===== src/common/video_mem_pkg.sv =====
package video_mem_pkg;

	// Data word and byte lanes
	localparam int WORD_WIDTH = 32;
	localparam int WORD_BYTES = WORD_WIDTH / 8;

	// One SRAM bank holds 512 words
	localparam int SRAM_ADDRESS_SIZE = 9;
	localparam int SRAM_DEPTH = 1 << SRAM_ADDRESS_SIZE;

	localparam int BANK_COUNT = 4;
	localparam int BANK_BITS = $clog2(BANK_COUNT);

	// Byte address layout: bank in 12:11, word index in 10:2
	localparam int WORD_INDEX_LSB = 2;
	localparam int BANK_LSB = WORD_INDEX_LSB + SRAM_ADDRESS_SIZE;
	localparam int VIDEO_ADDRESS_SIZE = BANK_LSB + BANK_BITS;

	localparam int BUS_ADDRESS_SIZE = 24;

	typedef logic [WORD_WIDTH-1:0] word_t;
	typedef logic [WORD_BYTES-1:0] byte_mask_t;
	typedef logic [SRAM_ADDRESS_SIZE-1:0] sram_addr_t;
	typedef logic [BANK_BITS-1:0] bank_t;
	typedef logic [VIDEO_ADDRESS_SIZE-1:0] video_addr_t;
	typedef logic [BUS_ADDRESS_SIZE-1:0] bus_addr_t;

endpackage


===== src/common/video_scan_pkg.sv =====
package video_scan_pkg;

	// Frame geometry in 32-bit words
	localparam int LINE_WORDS = 64;
	localparam int FRAME_LINES = 32;
	localparam int FRAME_WORDS = LINE_WORDS * FRAME_LINES;

	localparam int COLUMN_BITS = $clog2(LINE_WORDS);
	localparam int LINE_BITS = $clog2(FRAME_LINES);
	localparam int FRAME_WORD_BITS = $clog2(FRAME_WORDS);

	typedef enum logic [2:0] {
		BRIDGE_IDLE,
		BRIDGE_BUS,
		BRIDGE_CAPTURE,
		BRIDGE_ACK,
		BRIDGE_RELEASE
	} bridge_state_t;

	typedef enum logic [2:0] {
		SCAN_IDLE,
		SCAN_FETCH,
		SCAN_DATA,
		SCAN_REQUEST,
		SCAN_RELEASE
	} scan_state_t;

endpackage


===== src/hdl/host_bridge.sv =====
`timescale 1ns/1ns

module host_bridge import video_mem_pkg::*, video_scan_pkg::*; (
	input logic clk,
	input logic reset,

	// Host side, four-phase req/ack
	input logic host_req,
	input logic host_write,
	input bus_addr_t host_address,
	input byte_mask_t host_byte_enable,
	input word_t host_wdata,
	output logic host_ack,
	output word_t host_rdata,

	// Peripheral bus side
	output logic bus_we,
	output logic bus_oe,
	output bus_addr_t bus_address,
	output byte_mask_t bus_byte_select,
	output word_t bus_write_data,
	input word_t bus_read_data
);

	bridge_state_t state;
	logic write_q;

	always_ff @(posedge clk) begin
		if (reset) begin
			state <= BRIDGE_IDLE;
			host_ack <= 1'b0;
		end else begin
			case (state)
				BRIDGE_IDLE: begin
					if (host_req) begin
						state <= BRIDGE_BUS;
					end
				end
				// Reads take one more cycle for the data to come back
				BRIDGE_BUS: begin
					state <= write_q ? BRIDGE_ACK : BRIDGE_CAPTURE;
				end
				BRIDGE_CAPTURE: begin
					state <= BRIDGE_ACK;
				end
				BRIDGE_ACK: begin
					host_ack <= 1'b1;
					state <= BRIDGE_RELEASE;
				end
				BRIDGE_RELEASE: begin
					if (!host_req) begin
						host_ack <= 1'b0;
						state <= BRIDGE_IDLE;
					end
				end
				default: begin
					state <= BRIDGE_IDLE;
				end
			endcase
		end
	end

	// Latch the transaction when req is first seen
	always_ff @(posedge clk) begin
		if (state == BRIDGE_IDLE && host_req) begin
			write_q <= host_write;
			bus_address <= host_address;
			bus_byte_select <= host_byte_enable;
			bus_write_data <= host_wdata;
		end
		if (state == BRIDGE_CAPTURE) begin
			host_rdata <= bus_read_data;
		end
	end

	// Single-cycle strobes
	assign bus_we = (state == BRIDGE_BUS) && write_q;
	assign bus_oe = (state == BRIDGE_BUS) && !write_q;

endmodule


===== config.mk =====
export PLATFORM = sky130hd
export DESIGN_NAME = host_bridge
export DESIGN_NICKNAME = d
export VERILOG_FILES = /design/src/common/video_mem_pkg.sv /design/src/common/video_scan_pkg.sv /design/src/hdl/host_bridge.sv
export SDC_FILE = /design/constraint.sdc
export NUM_CORES = 1
export LEC_CHECK = 0
export BUFFER_PORTS_ARGS = -buffer_cell sky130_fd_sc_hd__buf_2
export CAP_MARGIN = 20
export CORE_UTILIZATION = 28
export DETAILED_ROUTE_END_ITERATION = 10
export PLACE_DENSITY = 0.56
export SYNTH_ARGS = -nofsm -noshare
export SYNTH_HDL_FRONTEND = slang
export SYNTH_SLANG_ARGS = --single-unit

===== constraint.sdc =====
create_clock -name clk -period 23 [get_ports clk]
set_clock_uncertainty 0.15 [all_clocks]
set_input_delay 1.15 -clock clk [delete_from_list [all_inputs] [get_ports clk]]
set_output_delay 1.15 -clock clk [all_outputs]
set_load 0.02 [all_outputs]

== Word-level counts from Yosys, hierarchy flattened ==
Index checks and enable logic that the tools add are counted.

* Register bits: 97
* Latch bits: 0
* RAM bits: 0
* Bits in read-only memories: 0
* Bits of input ports: 96
* Output and inout bits: 95
* Word-level logic and storage cells: 27
* Memories: 0

* $add $sub $neg: 0
* Multiply operators: 0
* Div/mod/pow operators: 0
* Magnitude comparators: 0
* Equality and inequality tests: 6
* Shifts and indexed selects: 0
* Muxes and demuxes: 6
* Bitwise operators: 0
* Reductions and logical operators: 8

{| class="wikitable"
|+ Operator list
! cell !! count
|-
| $pmux 3 s5 || 1
|-
| $eq 3x2->1 const B || 2
|-
| $mux 3 || 2
|-
| $ne 2x2->1 const B || 2
|-
| $reduce_and 2->1 || 2
|-
| $eq 3x1->1 const B || 1
|-
| $eq 3x3->1 const B || 1
|-
| $logic_and 1x1->1 || 3
|-
| $logic_not 3->1 || 1
|-
| $mux 1 || 2
|-
| $pmux 1 s2 || 1
|-
| $reduce_bool 2->1 || 1
|-
| $logic_not 1->1 || 1
|}

== Logic depth before layout (Yosys ltp) ==
* Depth after elaboration: 3
* Gate-level depth with buffers: 3
* Gate-level depth less buffers: 2

== Worst setup path after synthesis ==
Ideal clock, no wire load.

* Path type: input to register
* Start point: in host_req
* End point: reg bus_address[0], enable pin
* Arrival time: 7.342 ns
* Data required time: 22.198 ns
* Setup slack: 14.855 ns
* Stages on the path: 1
* Path buffers: 0
* Cells stage by stage: nor4b_1

* Cells in the longest elaborated chain, start to end: 1

{| class="wikitable"
|+ Ends and longest elaborated chain
! item !! line !! source
|-
| start: declaration || host_bridge.sv:8 || <nowiki>input logic host_req,</nowiki>
|-
| $logic_and 1x1->1 || host_bridge.sv:65 || <nowiki>if (state == BRIDGE_IDLE && host_req) begin</nowiki>
|-
| end signal: assignment || host_bridge.sv:67 || <nowiki>bus_address <= host_address;</nowiki>
|-
| end: declaration || host_bridge.sv:19 || <nowiki>output bus_addr_t bus_address,</nowiki>
|}

Every way passes these cells.
A chain may end at the register's enable or synchronous reset.

== Worst setup path after layout ==
* Start point: reg state[0]
* End point: out bus_oe

* Cells in the longest elaborated chain, start to end: 2

{| class="wikitable"
|+ Ends and longest elaborated chain
! item !! line !! source
|-
| start: declaration || host_bridge.sv:25 || <nowiki>bridge_state_t state;</nowiki>
|-
| start signal: assignment || host_bridge.sv:41 || <nowiki>state <= write_q ? BRIDGE_ACK : BRIDGE_CAPTURE;</nowiki>
|-
| $eq 3x1->1 || host_bridge.sv:78 || <nowiki>assign bus_oe = (state == BRIDGE_BUS) && !write_q;</nowiki>
|-
| $logic_and 1x1->1 || host_bridge.sv:78 ||
|-
| end: declaration || host_bridge.sv:18 || <nowiki>output logic bus_oe,</nowiki>
|}

Every way passes these cells.

==> flow_summary.json <==
{
  "synthToLayoutAreaGrowth_pct": 43.4,
  "fmax_mhz": 366,
  "via_count": 1851,
  "grt_overflow_total": 0,
  "r2r_slack_ns": 21.05,
  "synth-simple-area-share_pct": 2.93,
  "dieWidth_um": 106,
  "synth_area_mm2": 0.00303,
  "wl_per_cell_um": 14.9,
  "hold_buffers": 0,
  "clock_latency_ns": 0.35,
  "required_ns": 21.70,
  "synth_compound_area_share_pct": 1.16,
  "drv_slew": 0,
  "hp-class": "register to register",
  "synth-xor-area-share_pct": 0.289,
  "grt_pass1_vias": 1815,
  "critPathKind": "register to output port",
  "period_minus_slack_ns": 2.74,
  "worstReg2RegStart": "state[0]",
  "outcome": "finished clean",
  "synth_top_family_by_area": "simple AND/OR/NAND/NOR gates",
  "p_total_w": 0.000394,
  "start_kind": "register",
  "hold_viol": 0,
  "hpwl_um": 5210,
  "cp.arrival_ns": 1.44,
  "synthMuxAreaShare_pct": 0,
  "synth_seq_area_share_pct": 94.9,
  "syn_nets": 212,
  "slew_headroom_pct": 49.7,
  "num_rows": 37,
  "cts_tree": "built",
  "drtIter0Drc": 104,
  "yosys-top-cells-count": "edfxtp_1, dfxtp_1, nor4b_1",
  "power.static_leakage_nw": 1.79,
  "tns_ns": 0,
  "cts_sinks": 97,
  "path_clk_slew_ns": 0.09,
  "grt_setup_unrepaired": "no",
  "vias_per_cell": 4.04,
  "firstDrtPassIters": 5,
  "tightest_slew_ns": 0.755,
  "fin_crit_sh_pct": 11.9,
  "cts-root-buf": "clkbuf_8",
  "core_area_mm2": 0.0104,
  "synthCells": 116,
  "ys_types": 18,
  "end_kind": "output port",
  "final_nets": 413,
  "critical_path.max_fanout": 11,
  "synth_top_area_share_pct": 92.2,
  "synthAdderAreaFrac_pct": 0,
  "drive_gt1_share_pct": 65.5,
  "synth_most_common_cell": "edfxtp_1",
  "die_y_um": 106,
  "yosys.area.top_type": "edfxtp_1",
  "p_per_area_mw_per_mm2": 90.7,
  "numPortBuffers": 190,
  "dieArea_mm2": 0.0112,
  "final_antenna_net_count": 0,
  "max_cap_violations": 0,
  "ios": 191,
  "antenna_cells": 0,
  "grt_usage_pct": 12.0,
  "r2r_end": "bus_address[0]",
  "hold_ws_ns": 0.321,
  "fin_util_pct": 41.7,
  "drc": 0,
  "hold_start": "host_ack",
  "synth-seq-cells": 97,
  "grt_pass1_wl_um": 9680,
  "post_cts_buffers": 0,
  "min_path_cells": 2,
  "h-tree-depth": 3,
  "wl_um": 6850,
  "ctsResizeCount": 0,
  "place_congestion": 0.690,
  "async_flop_share_pct": 0,
  "synth_ff_type": "edfxtp_1",
  "r2r_cells": 2,
  "cts_buffer_depth": 2,
  "numCtsBuffers": 9,
  "start_util_pct": 29.1,
  "synthTopCellsByArea": "edfxtp_1, dfxtp_1, nor4b_1, a2111oi_2, nand2b_4",
  "synth_edf_count": 93,
  "yosys_warnings": 0,
  "avgSynthCellArea_um2": 26.1,
  "grt_max_degree": 62,
  "antenna_found_initial": 0,
  "peakVddDrop_uv": 39.5,
  "setup_viol": 0,
  "worstHoldEndpoint": "host_ack"
}
## final cells by class
class	count	area, um2
clock buffers	9	124
clock inverters	7	65.1
fillers	993	6070
inverters	1	3.75
multi-input cells	16	141
flip-flops and latches	97	2870
well taps	136	170
repair buffers	192	966
## worst max-delay path by stage
stage,start,endpoint,cells after the start
global placement,host_req,bus_address[0],3
detailed placement,host_req,bus_address[20],3
global route,state[0],bus_oe,2
finish,state[0],bus_oe,2
floorplan,host_req,bus_address[0],1
CTS,state[0],bus_oe,2
## placed cells by master (no fill, tap or decap), drive strengths merged, types with 2 or more instances in the layout
master  count
clkbuf      9
dfxtp       4
clkinv      4
nand2b      2
edfxtp     93
inv         3
nor4b       3
buf       192
nor3        2
## metal layers
| layer | routed length, um | part of all wire, % | track usage [%] | vias to the layer above |
|---|---|---|---|---|
| li1 | - | - | - | 869 |
| met1 | 2540 | 37 | 13.0 | 876 |
| met2 | 3580 | 52 | 20.2 | 94 |
| met3 | 583 | 8.5 | 4.35 | 12 |
| met4 | 145 | 2.1 | 6.65 | 0 |
| met5 | 0 | 0 | 0 | - |
## state kept, by name (all words and copies together), names as in the netlist
register,cells
state,3
bus_address,24
bus_byte_select,4
write_q,1
host_ack,1
host_rdata,32
bus_write_data,32
## power breakdown
group	internal, W	switching (W)	leakage, nW
sequential	0.000219	0.00000689	0.903
clock	0.0000413	0.0000616	0.0921
combinational	0.0000207	0.0000440	0.797
total	0.000281	0.000113	1.79
## metrics by stage
stage	std cells	instance area, um2	setup WS (ns)
3_5_place_dp	442	4150	20.34
4_1_cts	458	4340	20.23
5_1_grt	458	4340	20.12
2_1_floorplan	116	3030	14.86
6_report	458	4340	20.26
3_3_place_gp	442	4150	20.37
## critical path, stage by stage, from the launching register on
cell	delay, ns
dfxtp_1	0.59
nor4b_1	0.28
buf_2	0.22
## cell families after synthesis
kind of cell	Yosys count
flip-flops	97
buffers and inverters	3
AND/OR/NAND/NOR	11
AO/OA/AOI/OAI	4
XOR/XNOR	1
Note: power is estimated with default switching activity, not from simulation.
