[src/common/video_mem_pkg.sv]
package video_mem_pkg;

	// Data word and byte lanes
	localparam int WORD_WIDTH = 32;
	localparam int WORD_BYTES = WORD_WIDTH / 8;

	// One SRAM bank holds 512 words
	localparam int SRAM_ADDRESS_SIZE = 9;
	localparam int SRAM_DEPTH = 1 << SRAM_ADDRESS_SIZE;

	localparam int BANK_COUNT = 4;
	localparam int BANK_BITS = $clog2(BANK_COUNT);

	// Byte address layout: bank in 12:11, word index in 10:2
	localparam int WORD_INDEX_LSB = 2;
	localparam int BANK_LSB = WORD_INDEX_LSB + SRAM_ADDRESS_SIZE;
	localparam int VIDEO_ADDRESS_SIZE = BANK_LSB + BANK_BITS;

	localparam int BUS_ADDRESS_SIZE = 24;

	typedef logic [WORD_WIDTH-1:0] word_t;
	typedef logic [WORD_BYTES-1:0] byte_mask_t;
	typedef logic [SRAM_ADDRESS_SIZE-1:0] sram_addr_t;
	typedef logic [BANK_BITS-1:0] bank_t;
	typedef logic [VIDEO_ADDRESS_SIZE-1:0] video_addr_t;
	typedef logic [BUS_ADDRESS_SIZE-1:0] bus_addr_t;

endpackage

[src/video_memory/video_memory.sv]
`timescale 1ns/1ns

module video_memory import video_mem_pkg::*; (
	input logic clk,
	input logic reset,

	// Peripheral bus
	input logic bus_we,
	input logic bus_oe,
	input bus_addr_t bus_address,
	input byte_mask_t bus_byte_select,
	input word_t bus_write_data,
	output word_t bus_read_data,

	// Video port
	input video_addr_t video_address,
	output word_t video_data,

	// Left pair, read/write port
	output logic sram0_clk0,
	output logic [1:0] sram0_csb0,
	output logic sram0_web0,
	output byte_mask_t sram0_wmask0,
	output sram_addr_t sram0_addr0,
	output word_t sram0_din0,
	input logic [2*WORD_WIDTH-1:0] sram0_dout0,

	// Left pair, read port
	output logic sram0_clk1,
	output logic [1:0] sram0_csb1,
	output sram_addr_t sram0_addr1,
	input logic [2*WORD_WIDTH-1:0] sram0_dout1,

	// Right pair, read/write port
	output logic sram1_clk0,
	output logic [1:0] sram1_csb0,
	output logic sram1_web0,
	output byte_mask_t sram1_wmask0,
	output sram_addr_t sram1_addr0,
	output word_t sram1_din0,
	input logic [2*WORD_WIDTH-1:0] sram1_dout0,

	// Right pair, read port
	output logic sram1_clk1,
	output logic [1:0] sram1_csb1,
	output sram_addr_t sram1_addr1,
	input logic [2*WORD_WIDTH-1:0] sram1_dout1
);

	logic [BANK_COUNT-1:0] bus_csb;
	logic [BANK_COUNT-1:0] video_csb;
	logic [BANK_COUNT*WORD_WIDTH-1:0] bus_dout;
	logic [BANK_COUNT*WORD_WIDTH-1:0] video_dout;
	bank_t bus_bank;
	bank_t video_bank;
	bank_t bus_bank_q;
	bank_t video_bank_q;
	sram_addr_t bus_index;
	sram_addr_t video_index;
	logic bus_read_q;

	assign bus_bank = bus_address[BANK_LSB +: BANK_BITS];
	assign bus_index = bus_address[WORD_INDEX_LSB +: SRAM_ADDRESS_SIZE];
	assign video_bank = video_address[BANK_LSB +: BANK_BITS];
	assign video_index = video_address[WORD_INDEX_LSB +: SRAM_ADDRESS_SIZE];

	// Active-low one-hot selects, bus port only during a bus cycle
	always_comb begin
		bus_csb = '1;
		if (bus_we || bus_oe) begin
			bus_csb[bus_bank] = 1'b0;
		end
	end

	always_comb begin
		video_csb = '1;
		video_csb[video_bank] = 1'b0;
	end

	// Banks 0 and 1 live in the left pair, 2 and 3 in the right
	assign sram0_clk0 = clk;
	assign sram0_csb0 = bus_csb[1:0];
	assign sram0_web0 = !bus_we;
	assign sram0_wmask0 = bus_byte_select;
	assign sram0_addr0 = bus_index;
	assign sram0_din0 = bus_write_data;
	assign sram0_clk1 = clk;
	assign sram0_csb1 = video_csb[1:0];
	assign sram0_addr1 = video_index;

	assign sram1_clk0 = clk;
	assign sram1_csb0 = bus_csb[3:2];
	assign sram1_web0 = !bus_we;
	assign sram1_wmask0 = bus_byte_select;
	assign sram1_addr0 = bus_index;
	assign sram1_din0 = bus_write_data;
	assign sram1_clk1 = clk;
	assign sram1_csb1 = video_csb[3:2];
	assign sram1_addr1 = video_index;

	assign bus_dout = {sram1_dout0, sram0_dout0};
	assign video_dout = {sram1_dout1, sram0_dout1};

	// SRAM output lags the address by one cycle, so the mux uses the bank from then
	always_ff @(posedge clk) begin
		if (reset) begin
			bus_read_q <= 1'b0;
		end else begin
			bus_read_q <= bus_oe;
		end
	end

	always_ff @(posedge clk) begin
		bus_bank_q <= bus_bank;
		video_bank_q <= video_bank;
	end

	assign bus_read_data = bus_read_q ? bus_dout[bus_bank_q*WORD_WIDTH +: WORD_WIDTH] : '0;
	assign video_data = video_dout[video_bank_q*WORD_WIDTH +: WORD_WIDTH];

endmodule
[config.mk]
export PLATFORM = sky130hd
export DESIGN_NAME = video_memory
export DESIGN_NICKNAME = d
export VERILOG_FILES = /design/src/common/video_mem_pkg.sv /design/src/video_memory/video_memory.sv
export SDC_FILE = /design/constraint.sdc
export NUM_CORES = 1
export LEC_CHECK = 0
export CAP_MARGIN = 25
export CORE_AREA = 2 2 201 203
export CTS_CLUSTER_DIAMETER = 100
export CTS_CLUSTER_SIZE = 8
export DETAILED_ROUTE_END_ITERATION = 16
export DIE_AREA = 0 0 203 205
export DONT_BUFFER_PORTS = 1
export SETUP_SLACK_MARGIN = 0.05
export SKIP_LAST_GASP = 1
export SLEW_MARGIN = 5
export SYNTH_ARGS = -nofsm -noshare
export SYNTH_HDL_FRONTEND = slang
export SYNTH_SLANG_ARGS = --single-unit
[constraint.sdc]
create_clock -name clk -period 1.2 [get_ports clk]
set_clock_uncertainty 0.2 [all_clocks]
set_input_delay 0.06 -clock clk [delete_from_list [all_inputs] [get_ports clk]]
set_output_delay 0.06 -clock clk [all_outputs]
set_load 0.03 [all_outputs]
Word-level counts from Yosys, hierarchy flattened
Cells that the tools add are included.
{"block": "word_totals", "register_bits": 5, "inputBits": 333, "output_inout_bits": 186, "wordCells": 21}
{"block": "op_classes", "magnitude_cmp": 4, "n_shift": 2, "muxes": 6, "n_bitwise": 2, "n_reduce_logical": 4}
{"op": "$shiftx 128x8->32", "count": 2}
{"op": "$mux 32", "count": 1}
{"op": "$not 4->4", "count": 2}
{"op": "$lt 2x3->1 const B", "count": 2}
{"op": "$demux 1 s2", "count": 2}
{"op": "$ge 2x1->1 const B", "count": 2}
{"op": "$mux 4", "count": 1}
{"op": "$logic_and 1x1->1", "count": 2}
{"op": "$mux 1", "count": 2}
{"op": "$logic_not 1->1", "count": 1}
{"op": "$logic_or 1x1->1", "count": 1}

Depth between registers and ports, before layout
Gate-level depths: netlist of the first run.
{"block": "depth", "ltp_word": 6, "ltp_mapped": 4, "ltp_nobuf": 2}

==> results of run 1 <==
==> kinds of logic (layout without fill, tap and decap cells) <==
logic type | count (synthesis) | in the layout | share of synthesized area [%]
buffers and inverters | 135 | 118 | 36.9
multiplexers | 96 | 96 | 49.7
AO/OA/AOI/OAI | 34 | 34 | 7.81
AND/OR/NAND/NOR | 10 | 10 | 2.00
flip-flops | 5 | 5 | 3.63
other | 0 | 5 | 0
==> routing by layer <==
layer / wire, um / vias up / global-route usage (%)
met3: 2740 / 99 / 4.69
met2: 12100 / 356 / 19.6
met5: 234 / - / 0
li1: - / 922 / -
met1: 5630 / 1141 / 7.37
met4: 856 / 36 / 2.42
==> area by class of cell <==
type	count	area, um2
multi-input cells	140	2830
diodes	5	12.5
flip-flops and latches	5	110
well taps	525	657
fillers	4343	34200
repair buffers	112	1490
inverters	2	7.51
clock buffers	4	78.8
==> how the worst max path moves through the flow <==
stage / from / to / depth (start not counted)
detailed placement: video_bank_q[0] / video_data[0] / 2
finish: video_bank_q[0] / video_data[9] / 3
floorplan: video_bank_q[0] / video_data[10] / 3
global placement: video_bank_q[0] / video_data[15] / 3
CTS: video_bank_q[0] / video_data[21] / 3
global route: video_bank_q[0] / video_data[9] / 3
==> power breakdown <==
group,internal [mW],total [mW],switching [mW]
Sequential,0.175,0.196,0.0201
Clock,0.442,0.570,0.128
Combinational,1.04,2.46,1.42
==> layout by cell type, fill, tap and decap left out, drive strengths merged <==
master        instances
nand2b                3
dlygate4sd3           6
mux2i                64
or3                   2
dfxtp                 5
o22ai                32
diode                 5
inv                   2
mux4                 32
nor2b                 1
dlymetal6s4s         54
nor2                  1
or2                   1
o211ai                2
clkbuf                5
buf                  51
nand2                 2
==> timing repair <==
item / in CTS / in global routing
hold endpoints to repair: 113 / 0
gates cloned: 4 / 1
hold buffers: 60 / 0
pin swaps: 19 / 13
buffers inserted: 10 / 1
gates resized for setup: 59 / 63
endpoints found under the setup margin: 64 / 172
==> flip-flops by register name, summed over array words and instances, names as in the netlist <==
signal / count
bus_read_q: 1
bus_bank_q: 2
video_bank_q: 2
==> cells in the mapped netlist <==
| cell | count |
|---|---|
| buf_4 | 120 |
| mux2i_1 | 64 |
| o22ai_1 | 32 |
| mux4_2 | 30 |
| dfxtp_1 | 5 |
| clkbuf_1 | 4 |
| buf_12 | 3 |
| buf_2 | 3 |
| nand2b_1 | 3 |
| buf_1 | 2 |
| inv_1 | 2 |
| mux4_1 | 2 |
| nand2_1 | 2 |
| o211ai_1 | 2 |
| or3_1 | 2 |
| buf_6 | 1 |
| nor2_1 | 1 |
| nor2b_1 | 1 |
| or2_2 | 1 |
==> impl_metrics.tcl, run 1 <==
set metrics [dict create \
    timing.fmax_mhz 561 \
    worstPathArrival_ps 1520 \
    post-place-ws_ps -426 \
    hold-path-cell-count 0 \
    yosysTopAreaCell "buf_4" \
    final_cells 793 \
    synth_top_area_share_pct 32.7 \
    fp.dieH_um 205 \
    grt_overflow 0 \
    finalCriticalPeriod_ps 1780 \
    ant_nets 0 \
    hold_viol_final 4 \
    rsz0062_at_grt "yes" \
    worstMarginPinSlew_ps 849 \
    cts_buffer_depth 2 \
    violations "hold timing, setup timing" \
    hold_class "clk2out" \
    area_growth_pct 87.8 \
    hold_slack_ps -140 \
    fin_setup_tns_ps -31390 \
    cap_violations 0 \
    dp_hpwl_um 18600 \
    total_power_mw 3.23 \
    placed_cell_area_um2 3770 \
    worstPathRequired_ps 940 \
    ir_worst_vdd_v 0.000268 \
    grt_max_degree 30 \
    drive_gt1_share_pct 71.1 \
    start_util_pct 7.00 \
    gp_congestion 0.709 \
    slowest_stage "mux4_2" \
    synth_fp_nets 613 \
    fin_crit_sh_pct 149 \
    grt_pass1_wl_um 25400 \
    dp.cells 710 \
    cts_buffers 3 \
    synthTopCellsByArea "buf_4, mux4_2, mux2i_1" \
    critPathMaxStageDelay_ps 620 \
    cp-start-kind "flop" \
    avgSynthCellArea_um2 9.84 \
    wl_per_cell_um 27.2 \
    min-delay-start "clk" \
    netlist_instances 280 \
    rows 73 \
    ios 519 \
    port_buffers 0 \
    seq_area_frac_synth_pct 3.63 \
    crit_path_max_fanout 7 \
    die_area_um2 41600 \
    vias 2554 \
    finalSetupViolCount 64 \
    grt.total_usage_pct 9.34 \
    fp.dieW_um 203 \
    p_leak_nw 1.87 \
    crit_path_end_kind "output port" \
    power_density_nw_per_um2 623 \
    worst_setup_hold_path_clk_slew_ps 40 \
    finalWirelength_um 21600 \
    drt_pre_antenna_iters 4 \
    final_core_util_pct 13.2 \
    setup_ws_ps -583 \
    antenna_found_initial 35 \
    h-tree-depth 1 \
    synthDistinctLibCells 19 \
    cp_cell_sequence "buf_12, clkbuf_16, mux4_2" \
    drt-initial-drc-count 112 \
    cts-root-buf "clkbuf_16" \
    crit_buf_inv 2 \
    final_cell_area_um2 5180 \
    ys_warn_count 0 \
    crit_family "multiplexers" \
    cts_tree "done" \
    drc 0 \
    status "finished, violations left" \
    ys_seq_elements 5 \
    vias_per_cell 3.22 \
    synth_area_um2 2760 \
    design.core.area_um2 39400 \
    cts.sinks 5 \
    first_global_vias 2493 \
    drv_slew 0 \
    hold_path_end "sram0_clk1" \
    worst-setup-path-type "reg2out" \
    relSlewSlack_pct 43.7 \
    nets 597 \
]
Power figures use the tool's default switching activity.
==> run 2: changes to the inputs <==
==> constraint.sdc (replaced) <==
create_clock -name clk -period 1.5 [get_ports clk]
set_clock_uncertainty 0.2 [all_clocks]
set_input_delay 0.075 -clock clk [delete_from_list [all_inputs] [get_ports clk]]
set_output_delay 0.075 -clock clk [all_outputs]
set_load 0.03 [all_outputs]
==> impl_metrics.tcl, run 2 (synthesized netlist as in run 1, its figures left out) <==
set metrics [dict create \
    worstPathArrival_ps 1520 \
    grt.total_usage_pct 6.53 \
    nets 607 \
    status "finished, violations left" \
    cts_tree "done" \
    drt_pre_antenna_iters 4 \
    crit_path_max_fanout 10 \
    cp-start-kind "flop" \
    fin_setup_tns_ps -14490 \
    hold_viol_final 4 \
    cts-root-buf "clkbuf_16" \
    vias 2385 \
    total_power_mw 2.19 \
    grt_pass1_wl_um 18800 \
    post-place-ws_ps -185 \
    hold_slack_ps -124 \
    cts.sinks 5 \
    p_int_mw 1.08 \
    drv_slew 0 \
    fp.dieW_um 203 \
    start_util_pct 7.00 \
    final_core_util_pct 10.2 \
    antenna_found_initial 8 \
    fin_crit_sh_pct 120 \
    rows 73 \
    drc 0 \
    worst-setup-path-type "reg2out" \
    finalWirelength_um 15700 \
    fp.dieH_um 205 \
    cap_violations 0 \
    top_regs "bus_bank_q: 2 flops, video_bank_q: 2 flops, bus_read_q: 1 flops" \
    design.core.area_um2 39400 \
    p_comb_share_pct 72.0 \
    wl_per_cell_um 19.6 \
    final_common_cell "dlygate4sd3_1" \
    h-tree-depth 1 \
    ios 519 \
    final_cell_area_um2 4010 \
    worstMarginPinSlew_ps 721 \
    port_buffers 0 \
    gp_congestion 1.04 \
    ant_nets 0 \
    power_density_nw_per_um2 546 \
    relSlewSlack_pct 51.8 \
    swShare_pct 50.8 \
    dp.cells 715 \
    worst_setup_hold_path_clk_slew_ps 30 \
    crit_path_end_kind "output port" \
    finalCriticalPeriod_ps 1800 \
    hold_class "clk2out" \
    worstPathRequired_ps 1220 \
    grt_overflow 0 \
    violations "hold timing, setup timing" \
    final_cell_mix "dlygate4sd3_1, mux2i_1, buf_4" \
    rsz0062_at_grt "yes" \
    seqPwrFrac_pct 6.9 \
    first_global_vias 2530 \
    p_clk_share_pct 21.1 \
    die_area_um2 41600 \
    cts_buffer_depth 2 \
    vias_per_cell 2.96 \
    placed_cell_area_um2 2840 \
    timing.fmax_mhz 556 \
    drt-initial-drc-count 68 \
    finalSetupViolCount 64 \
    p_leak_nw 1.43 \
    ir_worst_vdd_v 0.000307 \
    area_growth_pct 45.4 \
    grt_max_degree 33 \
    final_cells 805 \
    dp_hpwl_um 11600 \
    switchingPower_mw 1.11 \
    drive_gt1_share_pct 44.3 \
    cts_buffers 3 \
    setup_ws_ps -299 \
]
## run 2: cell types whose count changed in the layout (fill, tap and decap cells not counted), sizes merged
cell          previous run  this run
dlymetal6s4s            54         0
diode                    5         7
buf                     51        61
dlygate4sd3              6        60
## run 2: power groups by stage
stage / Sequential, mW / Clock (mW) / Combinational, mW
after global routing: 0.153 / 0.490 / 1.64
final: 0.151 / 0.461 / 1.57
after detailed placement: 0.151 / 0 / 0.920
after floorplan: 0.146 / 0.399 / 1.30
after global placement: 0.151 / 0 / 0.907
after CTS: 0.151 / 0.476 / 1.55
## run 2: final timing paths
check             from        endpoint  cells after the start
max    video_bank_q[0]  video_data[22]                      3
min                clk      sram0_clk1                      0
## run 2: layer usage
layer	GRT usage (%)	vias to the layer above	wire (um)
met5	0	-	50
met4	2.37	8	410
met3	2.39	20	1730
li1	-	943	-
met2	10.8	265	7660
met1	7.79	1149	5890
## run 2: what timing repair did
| item | in CTS | in global routing |
|---|---|---|
| gates resized for setup | 25 | 17 |
| setup buffers | 11 | 1 |
| setup endpoints to repair | 64 | 64 |
| pin swaps | 2 | 10 |
| hold buffers | 60 | 0 |
| gates cloned | 7 | 1 |
| hold endpoints to repair | 113 | 0 |
## run 2: worst max-delay path, stage by stage (launching register included)
cell and delay [ps]:
dfxtp_4 370, buf_12 110, buf_12 150, mux4_2 650
## run 2: area by class of cell
class	count	area, um2
fillers	4523	35400
multi-input cells	140	1750
repair buffers	122	1390
well taps	525	657
flip-flops and latches	5	108
clock buffers	4	78.8
diodes	7	17.5
inverters	2	7.51
