<file path="config.mk">
export PLATFORM = sky130hd
export DESIGN_NAME = scanline_reader
export DESIGN_NICKNAME = d
export VERILOG_FILES = /design/src/common/video_mem_pkg.sv /design/src/common/video_scan_pkg.sv /design/src/hdl/scanline_reader.sv
export SDC_FILE = /design/constraint.sdc
export NUM_CORES = 1
export LEC_CHECK = 0
export BUFFER_PORTS_ARGS = -buffer_cell sky130_fd_sc_hd__clkbuf_2
export CAP_MARGIN = 20
export CORE_UTILIZATION = 35
export CTS_BUF_LIST = sky130_fd_sc_hd__clkbuf_16
export CTS_CLUSTER_SIZE = 25
export DETAILED_ROUTE_END_ITERATION = 12
export SLEW_MARGIN = 20
export SYNTH_ARGS = -nofsm -noshare
export SYNTH_HDL_FRONTEND = slang
export SYNTH_SLANG_ARGS = --single-unit
</file>
<file path="constraint.sdc">
create_clock -name clk -period 6.6 [get_ports clk]
set_input_delay 0.99 -clock clk [delete_from_list [all_inputs] [get_ports clk]]
set_output_delay 0.99 -clock clk [all_outputs]
set_load 0.01 [all_outputs]
</file>
<file path="src/common/video_mem_pkg.sv">
package video_mem_pkg;

	// Data word and byte lanes
	localparam int WORD_WIDTH = 32;
	localparam int WORD_BYTES = WORD_WIDTH / 8;

	// One SRAM bank holds 512 words
	localparam int SRAM_ADDRESS_SIZE = 9;
	localparam int SRAM_DEPTH = 1 << SRAM_ADDRESS_SIZE;

	localparam int BANK_COUNT = 4;
	localparam int BANK_BITS = $clog2(BANK_COUNT);

	// Byte address layout: bank in 12:11, word index in 10:2
	localparam int WORD_INDEX_LSB = 2;
	localparam int BANK_LSB = WORD_INDEX_LSB + SRAM_ADDRESS_SIZE;
	localparam int VIDEO_ADDRESS_SIZE = BANK_LSB + BANK_BITS;

	localparam int BUS_ADDRESS_SIZE = 24;

	typedef logic [WORD_WIDTH-1:0] word_t;
	typedef logic [WORD_BYTES-1:0] byte_mask_t;
	typedef logic [SRAM_ADDRESS_SIZE-1:0] sram_addr_t;
	typedef logic [BANK_BITS-1:0] bank_t;
	typedef logic [VIDEO_ADDRESS_SIZE-1:0] video_addr_t;
	typedef logic [BUS_ADDRESS_SIZE-1:0] bus_addr_t;

endpackage

</file>
<file path="src/common/video_scan_pkg.sv">
package video_scan_pkg;

	// Frame geometry in 32-bit words
	localparam int LINE_WORDS = 64;
	localparam int FRAME_LINES = 32;
	localparam int FRAME_WORDS = LINE_WORDS * FRAME_LINES;

	localparam int COLUMN_BITS = $clog2(LINE_WORDS);
	localparam int LINE_BITS = $clog2(FRAME_LINES);
	localparam int FRAME_WORD_BITS = $clog2(FRAME_WORDS);

	typedef enum logic [2:0] {
		BRIDGE_IDLE,
		BRIDGE_BUS,
		BRIDGE_CAPTURE,
		BRIDGE_ACK,
		BRIDGE_RELEASE
	} bridge_state_t;

	typedef enum logic [2:0] {
		SCAN_IDLE,
		SCAN_FETCH,
		SCAN_DATA,
		SCAN_REQUEST,
		SCAN_RELEASE
	} scan_state_t;

endpackage

</file>
<file path="src/hdl/scanline_reader.sv">
`timescale 1ns/1ns

module scanline_reader import video_mem_pkg::*, video_scan_pkg::*; (
	input logic clk,
	input logic reset,
	input logic frame_enable,

	// Video port of the memory
	output video_addr_t video_address,
	input word_t video_data,

	// Pixel sink, four-phase req/ack
	output logic pixel_req,
	input logic pixel_ack,
	output word_t pixel_data,
	output logic pixel_sof,
	output logic pixel_eol
);

	scan_state_t state;
	logic [COLUMN_BITS-1:0] column;
	logic [LINE_BITS-1:0] line;
	logic [FRAME_WORD_BITS-1:0] frame_word;
	logic last_column;
	logic last_word;

	assign frame_word = {line, column};
	assign last_column = column == COLUMN_BITS'(LINE_WORDS - 1);
	assign last_word = frame_word == FRAME_WORD_BITS'(FRAME_WORDS - 1);

	// Word-aligned byte address of the current word
	assign video_address = {frame_word, 2'b00};

	always_ff @(posedge clk) begin
		if (reset) begin
			state <= SCAN_IDLE;
			column <= '0;
			line <= '0;
			pixel_req <= 1'b0;
		end else begin
			case (state)
				SCAN_IDLE: begin
					if (frame_enable) begin
						state <= SCAN_FETCH;
					end
				end
				SCAN_FETCH: begin
					state <= SCAN_DATA;
				end
				SCAN_DATA: begin
					pixel_req <= 1'b1;
					state <= SCAN_REQUEST;
				end
				SCAN_REQUEST: begin
					if (pixel_ack) begin
						pixel_req <= 1'b0;
						state <= SCAN_RELEASE;
					end
				end
				// Advance once the sink has dropped ack
				SCAN_RELEASE: begin
					if (!pixel_ack) begin
						if (last_column) begin
							column <= '0;
							line <= last_word ? '0 : line + 1'b1;
						end else begin
							column <= column + 1'b1;
						end
						if (last_word && !frame_enable) begin
							state <= SCAN_IDLE;
						end else begin
							state <= SCAN_FETCH;
						end
					end
				end
				default: begin
					state <= SCAN_IDLE;
				end
			endcase
		end
	end

	// Word and flags are held while req is up
	always_ff @(posedge clk) begin
		if (state == SCAN_DATA) begin
			pixel_data <= video_data;
			pixel_sof <= frame_word == '0;
			pixel_eol <= last_column;
		end
	end

endmodule

</file>
# Yosys cells after proc, flatten, opt, wreduce, memory -nomap -nowiden
# Index checks and enable logic that the tools add are counted.
word_totals:
  reg_bits: 49
  inputBits: 36
op_classes:
  add_sub_neg: 2
  n_eq_ne: 9
  mux: 9
  bitwise: 1
  n_reduce_logical: 9
op_table:
  columns: ["op", "n"]
  rows:
  - ["case mux 3 bit (5 select lines)", 1]
  - ["== test 11 bit (second input constant)", 1]
  - ["zero test 11 bit", 1]
  - ["two-way mux 3 bit", 3]
  - ["adder 6 x 1 -> 6 bit (second input constant)", 1]
  - ["== test 3 x 2 -> 1 bit (second input constant)", 2]
  - ["== test 6 bit (second input constant)", 1]
  - ["two-way mux 6 bit", 1]
  - ["!= test 2 bit (second input constant)", 3]
  - ["AND reduction 3 bit", 2]
  - ["adder 5 x 1 -> 5 bit (second input constant)", 1]
  - ["two-way mux 5 bit", 1]
  - ["AND reduction 2 bit", 2]
  - ["== test 3 x 1 -> 1 bit (second input constant)", 1]
  - ["== test 3 bit (second input constant)", 1]
  - ["zero test 3 bit", 1]
  - ["two-way mux 1 bit", 2]
  - ["case mux 1 bit (2 select lines)", 1]
  - ["nonzero test 2 bit", 1]
  - ["logical AND 1 bit", 1]
  - ["zero test 1 bit", 1]
  - ["NOT 1 bit", 1]

# Logic depth before layout (Yosys ltp)
# Gate-level depths: netlist of run 1.
logic_depth:
  ltp_word: 5
  mapped_depth: 6

# Least setup slack after synthesis of run 1
# Ideal clock, no wire load.
synth_timing:
  kind: "register -> register"
  start: "reg state[1]"
  end: "reg pixel_data[0], enable pin"
  setup_time_ps: 470
  arrival_ps: 2922
  required_time_ps: 6130
  slack_ps: 3208
  path_stages_with_launch: 3
  path_cell_list: "dfxtp_1 > inv_1 > nor3_1"
synth_via:
  elab_chain_cells: 1
synth_lines:
  columns: ["element", "line", "source"]
  rows:
  - ["start, declared", "scanline_reader.sv:20", "scan_state_t state;"]
  - ["start signal, assigned", "scanline_reader.sv:36", "state <= SCAN_IDLE;"]
  - ["start signal, assigned", "scanline_reader.sv:44", "state <= SCAN_FETCH;"]
  - ["start signal, assigned", "scanline_reader.sv:48", "state <= SCAN_DATA;"]
  - ["== test 3 x 2 -> 1 bit", "scanline_reader.sv:85", "if (state == SCAN_DATA) begin"]
  - ["end signal, assigned", "scanline_reader.sv:86", "pixel_data <= video_data;"]
  - ["end, declared", "scanline_reader.sv:15", "output word_t pixel_data,"]
# No other way between the ends.
# A chain may end at the register's enable or synchronous reset.

# Worst setup path after layout of run 1
layout_timing:
  start: "in pixel_ack"
  end: "reg line[3]"
layout_via:
  elab_chain_cells: 2
layout_lines:
  columns: ["element", "line", "source"]
  rows:
  - ["start, declared", "scanline_reader.sv:14", "input logic pixel_ack,"]
  - ["NOT 1 bit (no line)", null, null]
  - ["AND reduction 3 bit (no line)", null, null]
  - ["end signal, assigned", "scanline_reader.sv:65", "line <= last_word ? '0 : line + 1'b1;"]
  - ["end, declared", "scanline_reader.sv:22", "logic [LINE_BITS-1:0] line;"]
# No other way between the ends.

==> flow_results.org, run 1 <==
** Critical path
- Setup slack of the most critical reg-to-reg path :: ~4.7 ns
- Worst-case reg-to-reg path depth :: 4
- For the worst setup path, the data arrival time is approximately 2.5 ns.
- The critical path is of the input pin to flip-flop type.
- For the worst setup path, the data required time is 6.81 ns.
- Kind of launch point of the worst setup path :: input pin
- In this run the critical register-to-register path is captured at line[3].
- STA classifies the critical path endpoint as a flip-flop.
- Reg2Reg Launch Point :: state[0]
- Highest net fanout along the worst path :: 13

** Min path
- The worst hold path was traced through 2 stages.
- For hold timing, the worst endpoint is pixel_req.
- Worst hold-check path type :: flip-flop to flip-flop
- Worst min-delay path startpoint :: pixel_req

** Timing
- For this run, the top clock speed supported by timing is between 400 and 500 MHz.
- Worst clock skew :: 0.00218 ns
- Headroom to the max-slew limit came out at 0.534.
- Crit path time final :: 2.30 ns
- Share of the clock period used by the worst path :: 0.348
- At the pin with the least slew margin, the transition time is 0.697 ns.
- Total count of max-transition violations in the final report :: 0
- Setup repair after global routing missed its margin :: no
- Sum Neg Setup Slack :: 0 ns
- Setup violations remaining at the end of the flow were counted as 0.
- Hold Violations, Final :: 0

** Synthesis
- Most frequent cell after synthesis :: edfxtp_1
- Proportion of netlist area held by the largest area contributor :: 0.558
- After synthesis the netlist holds a flip-flop and latch count of 49.
- Synthesized area per cell :: 13.9 um^2
- Main area contributors after synthesis :: edfxtp_1, dfxtp_1, a21oi_1
- Number of distinct standard cells referenced by the synthesized netlist :: 32
- Summed over all instances, the cell type with the most area after synthesis is edfxtp_1.
- Yosys synthesis warning count :: 0
- Yosys mapped a number of flops with a built-in enable equal to 34.
- Proportion of register bits with asynchronous set or reset after synthesis :: 0
- In this run the cell area of the synthesized design comes to around 1800 um^2.
- Sequential fraction of the synthesis area :: 0.722
- Main flop type after synthesis :: edfxtp_1
- Instance count of the mapped netlist :: 132
- Most numerous cell types in the synthesized netlist :: edfxtp_1, dfxtp_1, a21oi_1, nor2_1

** Die
- Die Outline Area :: 5520 um^2
- The initial utilization of the core area, before any placement, comes to 0.375.
- Standard cell core area :: 4880 um^2
- The die is 74.3 um wide.
- The floorplan has 25 rows.
- In this run the count of I/O pins placed on the die edge is 84.
- The die is around 74 um tall.

** Pwr
- Total power of the final layout :: 0.642 mW
- Worst ir drop on vdd :: a little over 100 uV
- LEAKAGE :: slightly above 1 nW
- Dividing total power by cell area gives a power density of 263 nW/um^2.

** CTS
- The clock passes through at most 2 buffers.
- CTS tree :: yes
- After clock tree synthesis, the clock-pin slew on the worst setup and hold paths is 0.06 ns.
- CTS Hold Bufs :: 0
- Resized cells post-CTS :: 0
- Skew-Pair Late Insertion Delay :: 0.28 ns
- Once the clock tree was built, the setup fixing pass inserted 0 buffers.
- The tree built by TritonCTS fans out to 49 sinks.
- Buffers inserted during clock tree synthesis total 5.
- Clock root cell :: clkbuf_16
- Number of H-tree levels :: 2

** Global routing
- The initial antenna violation count came to 0.
- The number of global-route vias before repair was roughly 1200.
- Across every metal layer, demand over resource in global routing totals 0.131.
- Wire length of the first global-routing pass :: 5.40 mm
- Entering global routing, the biggest net connects 36 pins.
- Total congestion overflow :: 0

** Route
- Wire length reported by the detailed router :: approximately 3.6 mm
- Detailed routing inserted a total of 1289 vias.
- In the routed design, unresolved DRC markers number 0.
- Number of DRC markers after the initial detailed-route iteration :: between 50 and 60
- The count of nets left with antenna violations once routing finished came out at 0.
- In the routed layout, each cell is associated on average with a via count of ~4.6.
- The pre-antenna-repair detailed-routing pass consisted of 3 iterations.
- Wire length per cell :: 12.6 um

** Cells and area
- Measured on the finished design, the core utilization comes to 0.501.
- Signed area change from the synthesized netlist to the final layout :: 33.5%
- Of the cells placed in the final design, the portion with a size suffix greater than 1 is 0.431.
- After the last flow step, the layout net total stands at 255.
- Combined flip-flop and latch cell area :: 1320 um^2
- The layout has approximately 450 filler cells.
- Once layout is complete, the cells apart from fillers number roughly 280.
- Number of diodes :: 0
- Area occupied by multi-input gates :: 459 um^2
- Final Cell Area :: approximately 2400 um^2

** Placed design
- Summing all placed instances gives a cell area of 2300 um^2.
- Routability congestion estimate :: 0.711
- Input and output buffers added on the ports amount to 81.
- HPWL after detailed placement :: approximately 2.5 mm
- Number of placed instances with taps included :: ~280

** Flow run
- Maximum capacitance violations :: 0

** Outcome
- Run status :: finished clean
routing by layer:
| metal | global-route usage | wire (um) |
|---|---|---|
| met2 | 0.200 | 1500 |
| met3 | 0.0488 | 318 |
| met5 | 0 | 0 |
| met1 | 0.170 | 1730 |
| met4 | 0.0503 | 18 |
per-stage QoR:
step	hold slack [ns]	setup slack (ns)
after floorplan	0.499	3.21
after global placement	0.478	4.09
after detailed placement	0.485	4.04
after CTS	0.499	4.33
after global routing	0.546	4.22
final	0.492	4.30
critical path: stages:
cell and delay [ns]:
clkbuf_2 0.14, nor4b_4 0.62, nand3_2 0.19, or4_1 0.48
o21ai_0 0.08
logic make-up (layout without fill, tap and decap cells):
group	after synthesis	in the layout	synth area share
flops	49	49	0.722
other cells	1	2	0.00205
xor+xnor	4	4	0.0191
buf+inv	13	96	0.0321
compound gates	18	18	0.0602
simple gates	43	43	0.137
fa+ha+maj	4	4	0.0273
where the power goes:
group	internal (mW)	switching [mW]	total (mW)
Sequential	0.348	0.00695	0.355
Combinational	0.0198	0.0270	0.0468
Clock	0.139	0.102	0.240
area by class of cell:
cell class              instances  area share
clock buffers                   5      0.0512
clock inverters                 3     0.00768
inverters                       6     0.00922
multi-input cells              71       0.188
flip-flops and latches         49       0.541
well taps                      67      0.0343
repair buffers                 82       0.169
placed cells by master (no fill, tap or decap):
master | netlist | routed
o22ai_1 | 1 | 1
inv_1 | 6 | 7
nand2b_1 | 1 | 1
nor2b_1 | 1 | 1
conb_1 | 1 | 2
a211oi_1 | 1 | 1
clkinvlp_4 | 0 | 2
o21ai_0 | 2 | 2
a31o_1 | 1 | 1
or4b_2 | 1 | 1
a311oi_1 | 1 | 1
edfxtp_1 | 34 | 34
clkbuf_16 | 0 | 5
and2_1 | 2 | 2
a41oi_1 | 1 | 1
and3_1 | 5 | 5
nor3_2 | 0 | 1
xor2_1 | 4 | 4
nor3b_1 | 1 | 1
clkbuf_2 | 0 | 81
nand3_1 | 3 | 3
nand2_1 | 6 | 6
dfxtp_1 | 15 | 15
nor4_1 | 4 | 4
nand4_1 | 5 | 5
nand3_2 | 1 | 1
or4_1 | 1 | 1
nor4b_4 | 1 | 1
nor2_1 | 10 | 10
ha_1 | 4 | 4
a32o_1 | 1 | 1
buf_4 | 2 | 1
a21oi_1 | 10 | 10
registers in the layout (all words and copies together) (netlist names):
name and count:
pixel_req 1, pixel_eol 1, pixel_sof 1, column 6
pixel_data 32, line 5, state 3
worst max path at each step:
stage	from	endpoint	slack (ns)	cells after the start
6_report	pixel_ack	line[3]	4.30	5
5_1_grt	pixel_ack	line[3]	4.22	5
4_1_cts	pixel_ack	line[3]	4.33	5
3_5_place_dp	pixel_ack	line[3]	4.04	5
3_3_place_gp	pixel_ack	line[3]	4.09	5
2_1_floorplan	state[1]	pixel_data[0]	3.21	2
Note: power is estimated with default switching activity, not from simulation.
==> inputs of run 2 (changes only) <==
==> constraint.sdc (replaced) <==
create_clock -name clk -period 2.2 [get_ports clk]
set_input_delay 0.33 -clock clk [delete_from_list [all_inputs] [get_ports clk]]
set_output_delay 0.33 -clock clk [all_outputs]
set_load 0.01 [all_outputs]
==> run 2 against run 1 <==
  * Via count up 4.0%
  * Sequential power rose to 3.0 times the previous value
  * Power rose to 3.2 times the previous value
  * Worst setup slack worse by 3.7 ns
  * Combinational power rose to 3.1 times the previous value
  * Wire length up 0.25%
  * Non-clock buffer count up 1
  * Flip-flop and latch count unchanged
  * Final cell count up 0.35%
  * Cell area up 1.5%
  * Hold slack worse by 0.27 ns
==> flow_results.org, run 2 (same netlist as run 1, synthesis figures left out) <==
** Outcome
- Run status :: finished clean

** Cells and area
- After the last flow step, the layout net total stands at between 200 and 300.
- The repair_antennas step left the layout with diodes totalling 0.
- The filler cells instantiated in the layout total approximately 450.
- Registers with the most flip-flops :: pixel_data x32, column x6, line x5
- The register with the most flip-flops in the final layout is pixel_data.
- Number of standard cells in the layout, taps in and fillers out :: 284
- Compared with the post-synthesis result, the final layout area differs by 35.5%.
- The register with the most flip-flops in the layout has 32 of them.
- Combined flip-flop and latch cell area :: 1320 um^2
- Area occupied by multi-input gates :: between 400 and 500 um^2
- Leaving out fill and tap cells, the most frequent cell in the layout is clkbuf_2.
- Leaving out fill and tap cells, the most frequent cells in the layout are clkbuf_2, edfxtp_1, dfxtp_1.
- Of the cells placed in the final design, the portion with a size suffix greater than 1 is 0.433.
- Final Core Density :: 0.508

** CTS
- Clock-pin slew was measured on the worst setup and hold paths at 0.06 ns.
- Clock tree synthesis inserted a total of 5 buffers.
- TritonCTS built the clock tree.
- Maximum root-to-sink buffer count :: 2
- CTS saw 49 sinks.
- Hold repair after CTS inserted 0 buffers.
- After clock tree synthesis, the repair step resized 0 gates.
- The number of setup buffers added after CTS is 0.
- Number of H-tree levels :: 2
- The clock reaches the later pin of the worst-skew pair after 0.28 ns.
- Clock tree synthesis selected as its root buffer the cell clkbuf_16.

** Global routing
- Wire length of the first global-routing pass :: 5.13 mm
- Total congestion overflow :: 0
- Vias in the first global route :: between 1000 and 1500
- Largest net degree at the start of global routing :: 36
- Antenna violations before repair :: 0
- In the global route stage, overall resource usage came out at 0.126.

** Min path
- The path class of the tightest hold or removal check is input pin to flip-flop.
- Along the worst hold path, the cell count comes to 1.
- The startpoint identified for the worst hold timing path is video_data[16].
- Worst-case hold path end point :: pixel_data[16]

** Die
- Floorplan die height :: 74.3 um
- Num ports :: 84
- Die Outline Area :: 5520 um^2
- Effective utilization at floorplan :: 0.375
- The initialized floorplan defines 25 standard-cell rows.
- Standard cell core area :: slightly below 5000 um^2
- In this run the horizontal extent of the chip is 74.3 um.

** Timing
- Adding up every negative setup slack in the final design gives 0 ns.
- Smallest setup slack after layout :: 0.579 ns
- The number of hold-slack violations in the final timing report came to 0.
- Static timing analysis puts the maximum clock frequency at 617 MHz.
- Setup repair after global routing left no endpoint under its margin.
- Crit path time final :: between 1.5 and 2 ns
- Setup violations remaining at the end of the flow were counted as 0.
- Worst clock skew :: 0.00271 ns
- Share of the clock period used by the worst path :: 0.737
- Total count of max-transition violations in the final report :: 0

** Placed design
- Counting tap cells, the placed design contains a total of between 200 and 300 instances.
- HPWL after detailed placement :: 2.63 mm
- During placement, the flow inserted port buffers numbering 81.
- Before CTS, the worst setup slack after placement is 0.592 ns.
- Routability congestion estimate :: 0.812

** Route
- Dividing the detail-routed wire length by the instance count gives about 13 um.
- Number of remaining DRC errors :: 0
- The first routing iteration left 46 violations.
- For this block, the via count after detailed routing is 1341.
- Number of nets with antenna violations after detailed routing :: 0
- DR pass1 iterations :: 4
- Vias per Instance :: 4.72
- Wire length reported by the detailed router :: about 3.6 mm

** Critical path
- The worst register-to-register path ends at line[3].
- Kind of launch point of the worst setup path :: flip-flop
- Reg2Reg Launch Point :: column[1]
- Across all register-to-register paths, the minimum setup slack is 0.58 ns.
- On the worst path, the slowest cell contributes a delay of 0.47 ns.
- Highest net fanout along the worst path :: 7
- At the worst endpoint, the required time is 2.41 ns.
- Arrival time at the worst endpoint :: ~1.8 ns
- Critical path endpoint category :: flip-flop
- Slowest stage cell, crit path :: or4_1
- Counting cells, the worst reg-to-reg path comes to 5.
- Walking the worst path, the cells encountered are ha_1 -> and2_1 -> nand3_2 -> or4_1 -> o21ai_0.
- Start-to-end type of the worst setup path :: flip-flop to flip-flop

** Pwr
- Power per cell area :: 824 nW/um^2
- LEAKAGE :: about 1 nW
- The worst-case IR drop observed on VDD is roughly 330 uV.

** Flow run
- Max-cap violations in this run came to 0.
[run 2: cell types whose count changed in the layout (fill, tap and decap cells not counted), sizes merged]
cell / before / now
buf: 1 / 2
inv: 7 / 6
clkinvlp: 2 / 1
bufinv: 0 / 1
clkinv: 0 / 1
[run 2: worst max path at each step]
stage	depth (start not counted)	from	slack (ns)	endpoint
floorplan	2	state[1]	0.38	pixel_data[0]
global placement	5	column[1]	0.64	line[3]
detailed placement	5	column[1]	0.59	line[3]
CTS	5	column[1]	0.59	line[3]
global route	5	column[1]	0.38	line[3]
finish	5	column[1]	0.58	line[3]
[run 2: area by class of cell]
class,count,area share
Clock buffer,5,0.0505
Clock inverter,3,0.0166
Inverter,6,0.00908
Tap cell,67,0.0338
Multi-Input combinational cell,71,0.188
Sequential cell,49,0.533
Timing Repair Buffer,83,0.170
[run 2: critical path: cells and delay by family, from the launching register on]
family	cells	cell delay (ns)
AO/OA/AOI/OAI	1	0.08
adder cells (fa/ha/maj)	1	0.23
flip-flops	1	0.42
AND/OR/NAND/NOR	3	0.82
[run 2: power by group]
part / internal, mW / leakage (nW) / switching, mW / total [mW]
clock: 0.531 / 0.0775 / 0.304 / 0.835
sequential: 1.04 / 0.432 / 0.0211 / 1.06
combinational: 0.0602 / 0.517 / 0.0831 / 0.143
[run 2: stage by stage]
stage | cell area [um^2] | total power, mW | hold WS, ns
detailed placement | 2310 | 1.23 | 0.477
global placement | 2310 | 1.23 | 0.473
CTS | 2480 | 2.07 | 0.217
finish | 2480 | 2.04 | 0.223
global route | 2480 | 2.13 | 0.212
floorplan | 1850 | 1.15 | 0.429
[run 2: routing by layer]
layer | vias up | GRT usage | share of wire
met3 | 2 | 0.0474 | 0.11
met4 | 0 | 0.0377 | 0.0045
li1 | 651 | - | -
met1 | 623 | 0.160 | 0.43
met2 | 65 | 0.200 | 0.45
met5 | - | 0 | 0
==> inputs of run 3 (changes only) <==
--- a/config.mk
+++ b/config.mk
@@ -11,6 +11,7 @@
 export CTS_BUF_LIST = sky130_fd_sc_hd__clkbuf_16
 export CTS_CLUSTER_SIZE = 25
 export DETAILED_ROUTE_END_ITERATION = 12
+export PLACE_DENSITY = 0.65
 export SLEW_MARGIN = 20
 export SYNTH_ARGS = -nofsm -noshare
 export SYNTH_HDL_FRONTEND = slang
==> constraint.sdc (replaced) <==
create_clock -name clk -period 1.4 [get_ports clk]
set_input_delay 0.21 -clock clk [delete_from_list [all_inputs] [get_ports clk]]
set_output_delay 0.21 -clock clk [all_outputs]
set_load 0.01 [all_outputs]
==> run 3 against run 2 <==
  * Hold slack lost 0.12 ns
  * Global-route usage grew 1.2 points
  * Clock power grew 35%
  * Flip-flop and latch count is the same
  * Count of clock-buffer cells in the layout is the same
  * Core utilization grew 3.6 points
  * Sequential power grew 57%
==> flow_results.org, run 3 (same netlist as run 1, synthesis figures left out) <==
** Timing
- Setup repair after global routing missed its margin :: yes
- Share of the clock period used by the worst path :: 0.970
- Fmax achieved :: 736 MHz
- Hold Worst Slack :: 0.105 ns
- Number of endpoints failing setup at the final stage :: 0
- The number of hold-slack violations in the final timing report is 0.
- Sum Neg Setup Slack :: 0 ns
- Total count of max-transition violations in the final report :: 0
- Worst clock skew :: 0.00618 ns
- Crit path time final :: 1.36 ns

** CTS
- The root buffer cell chosen for the clock tree is clkbuf_16.
- For this design, the CTS-stage hold fixing added 0 buffers.
- Counting every sink on the clock net gives 49.
- Clock slew at the register clock pins of the worst setup and hold paths :: about 0.070 ns
- TritonCTS built the clock tree.
- At the later pin of the worst-skew pair, clock insertion delay measures roughly 0.28 ns.
- In this run, CTS created clock tree buffers numbering 5.
- The H-tree was split into 2 levels.
- The clock passes through at most 2 buffers.

** Critical path
- In this design, the stage delay of the slowest critical-path cell is between 0.4 and 0.5 ns.
- The worst setup path is launched from a flip-flop.
- For the worst setup path, the data arrival time is approximately 1.6 ns.
- In this run the worst path has a maximum fanout of 5.
- CP top delay family :: simple AND/OR/NAND/NOR gates
- Start-to-end type of the worst setup path :: flip-flop to flip-flop
- The critical path contains buffers and inverters numbering 0 combined.
- CP required :: around 1.6 ns
- The largest individual stage delay along the critical path comes from the cell or4_1.
- Critical path endpoint category :: flip-flop
- Walking the worst path, the cells encountered are ha_4 -> and2_4 -> nand3_2 -> or4_1 -> o21ai_1.

** Route
- Wire length per cell :: about 12 um
- Number of DRC markers after the initial detailed-route iteration :: 59
- Wire length reported by the detailed router :: 3.73 mm
- Number of vias in the routed layout :: 1415
- Before antenna repair, the detailed router went through 4 iterations.
- Number of nets with antenna violations after detailed routing :: 0
- After detailed routing, the number of remaining DRC violations is 0.
- In the routed layout, each cell is associated on average with a via count of 4.73.

** Die
- In this run the core area contains 25 standard-cell rows.
- Effective utilization at floorplan :: 0.375
- In this run the vertical extent of the chip is 74.3 um.
- Num ports :: 84
- The die is 74.3 um wide.
- The die covers ~5500 um^2.
- After floorplanning, the core was sized to cover 4880 um^2.

** Cells and area
- Commonest cells after routing, fill and taps aside :: clkbuf_2, edfxtp_1, buf_4
- The number of antenna diodes in the final layout is 0.
- Registers with the most flip-flops :: pixel_data x32, column x6, line x5
- Leading cell type in the layout, fill and taps excluded :: clkbuf_2
- Of the cells placed in the final design, the portion with a size suffix greater than 1 is 0.552.
- Final Core Density :: 0.544
- Compared with the post-synthesis result, the final layout area differs by 45.0%.
- At the end of the flow, the number of nets in the layout was 271.
- The register with the most flip-flops in the layout has 32 of them.
- Most flop-heavy register :: pixel_data

** Pwr
- Fraction of power consumed by sequential logic :: 0.541
- Of the total power, the clock network draws 0.369.
- Power per cell area :: 1160 nW/um^2
- The analysis attributes to net switching a power of 0.656 mW.
- The share of total power dissipated in combinational logic is 0.089.
- Switching power as a share of total power :: 0.214
- Worst ir drop on vdd :: ~560 uV
- The internal power of the cells totals roughly 2.4 mW.
- LEAKAGE :: 1.10 nW

** Global routing
- Vias in the first global route :: 1299
- The initial antenna violation count was 0.
- Wire length of the first global-routing pass :: about 5.8 mm
- Global-route total usage across every layer :: 0.138
- Largest net degree at the start of global routing :: 35
- Summed over all layers, the global routing overflow is 0.

** Flow run
- Maximum capacitance violations :: 0

** Placed design
- Routability congestion estimate :: 0.768
- Port buffering added 81 buffers.
- After legalization and detailed placement, the total HPWL measured between 2 and 3 mm.

** Outcome
- The flow ran to the end, and the final reports show no timing, DRC or antenna violations.

** Min path
- Worst hold-check path type :: input pin to flip-flop
run 3: path summary, 6_finish.rpt:
check	start	to	slack, ns	cells past startpoint
setup / recovery	column[1]	line[3]	0.04	5
hold / removal	video_data[13]	pixel_data[13]	0.11	1
setup reg to reg	column[1]	line[3]	0.04	5
hold reg to reg	state[2]	state[1]	0.47	1
run 3: layout make-up:
cell class | count | area [um^2]
Clock buffer | 5 | 125
Sequential cell | 49 | 1340
Fill cell | 431 | 2220
Clock inverter | 3 | 18.8
Multi-Input combinational cell | 71 | 518
Tap cell | 67 | 83.8
Inverter | 6 | 25.0
Timing Repair Buffer | 98 | 546
run 3: repair_timing:
action / 4_1_cts / 5_1_grt
endpoints found under the setup margin: 2 / 5
resized for setup: 1 / 9
setup buffers: 0 / 1
pin swaps: 0 / 3
run 3: metrics by stage:
stage	area, um^2	power, mW	std cells	worst slack (ns)
after detailed placement	2470	1.97	290	-0.0209
after CTS	2620	3.12	298	0.0409
final	2660	3.07	299	0.0419
after global routing	2660	3.21	299	-0.0253
after global placement	2470	1.96	290	0.0137
after floorplan	1880	1.81	133	-0.336
run 3: power by group through the flow:
stage | sequential (mW) | combinational, mW | clock [mW]
floorplan | 1.74 | 0.0757 | 0
global placement | 1.69 | 0.270 | 0
detailed placement | 1.70 | 0.272 | 0
CTS | 1.66 | 0.273 | 1.18
global route | 1.67 | 0.306 | 1.23
finish | 1.66 | 0.275 | 1.13
run 3: routing by layer:
layer	part of all wire	vias up	track usage
li1	-	683	-
met5	0	-	0
met4	0.013	0	0.0440
met3	0.13	6	0.0637
met1	0.40	654	0.152
met2	0.46	72	0.236
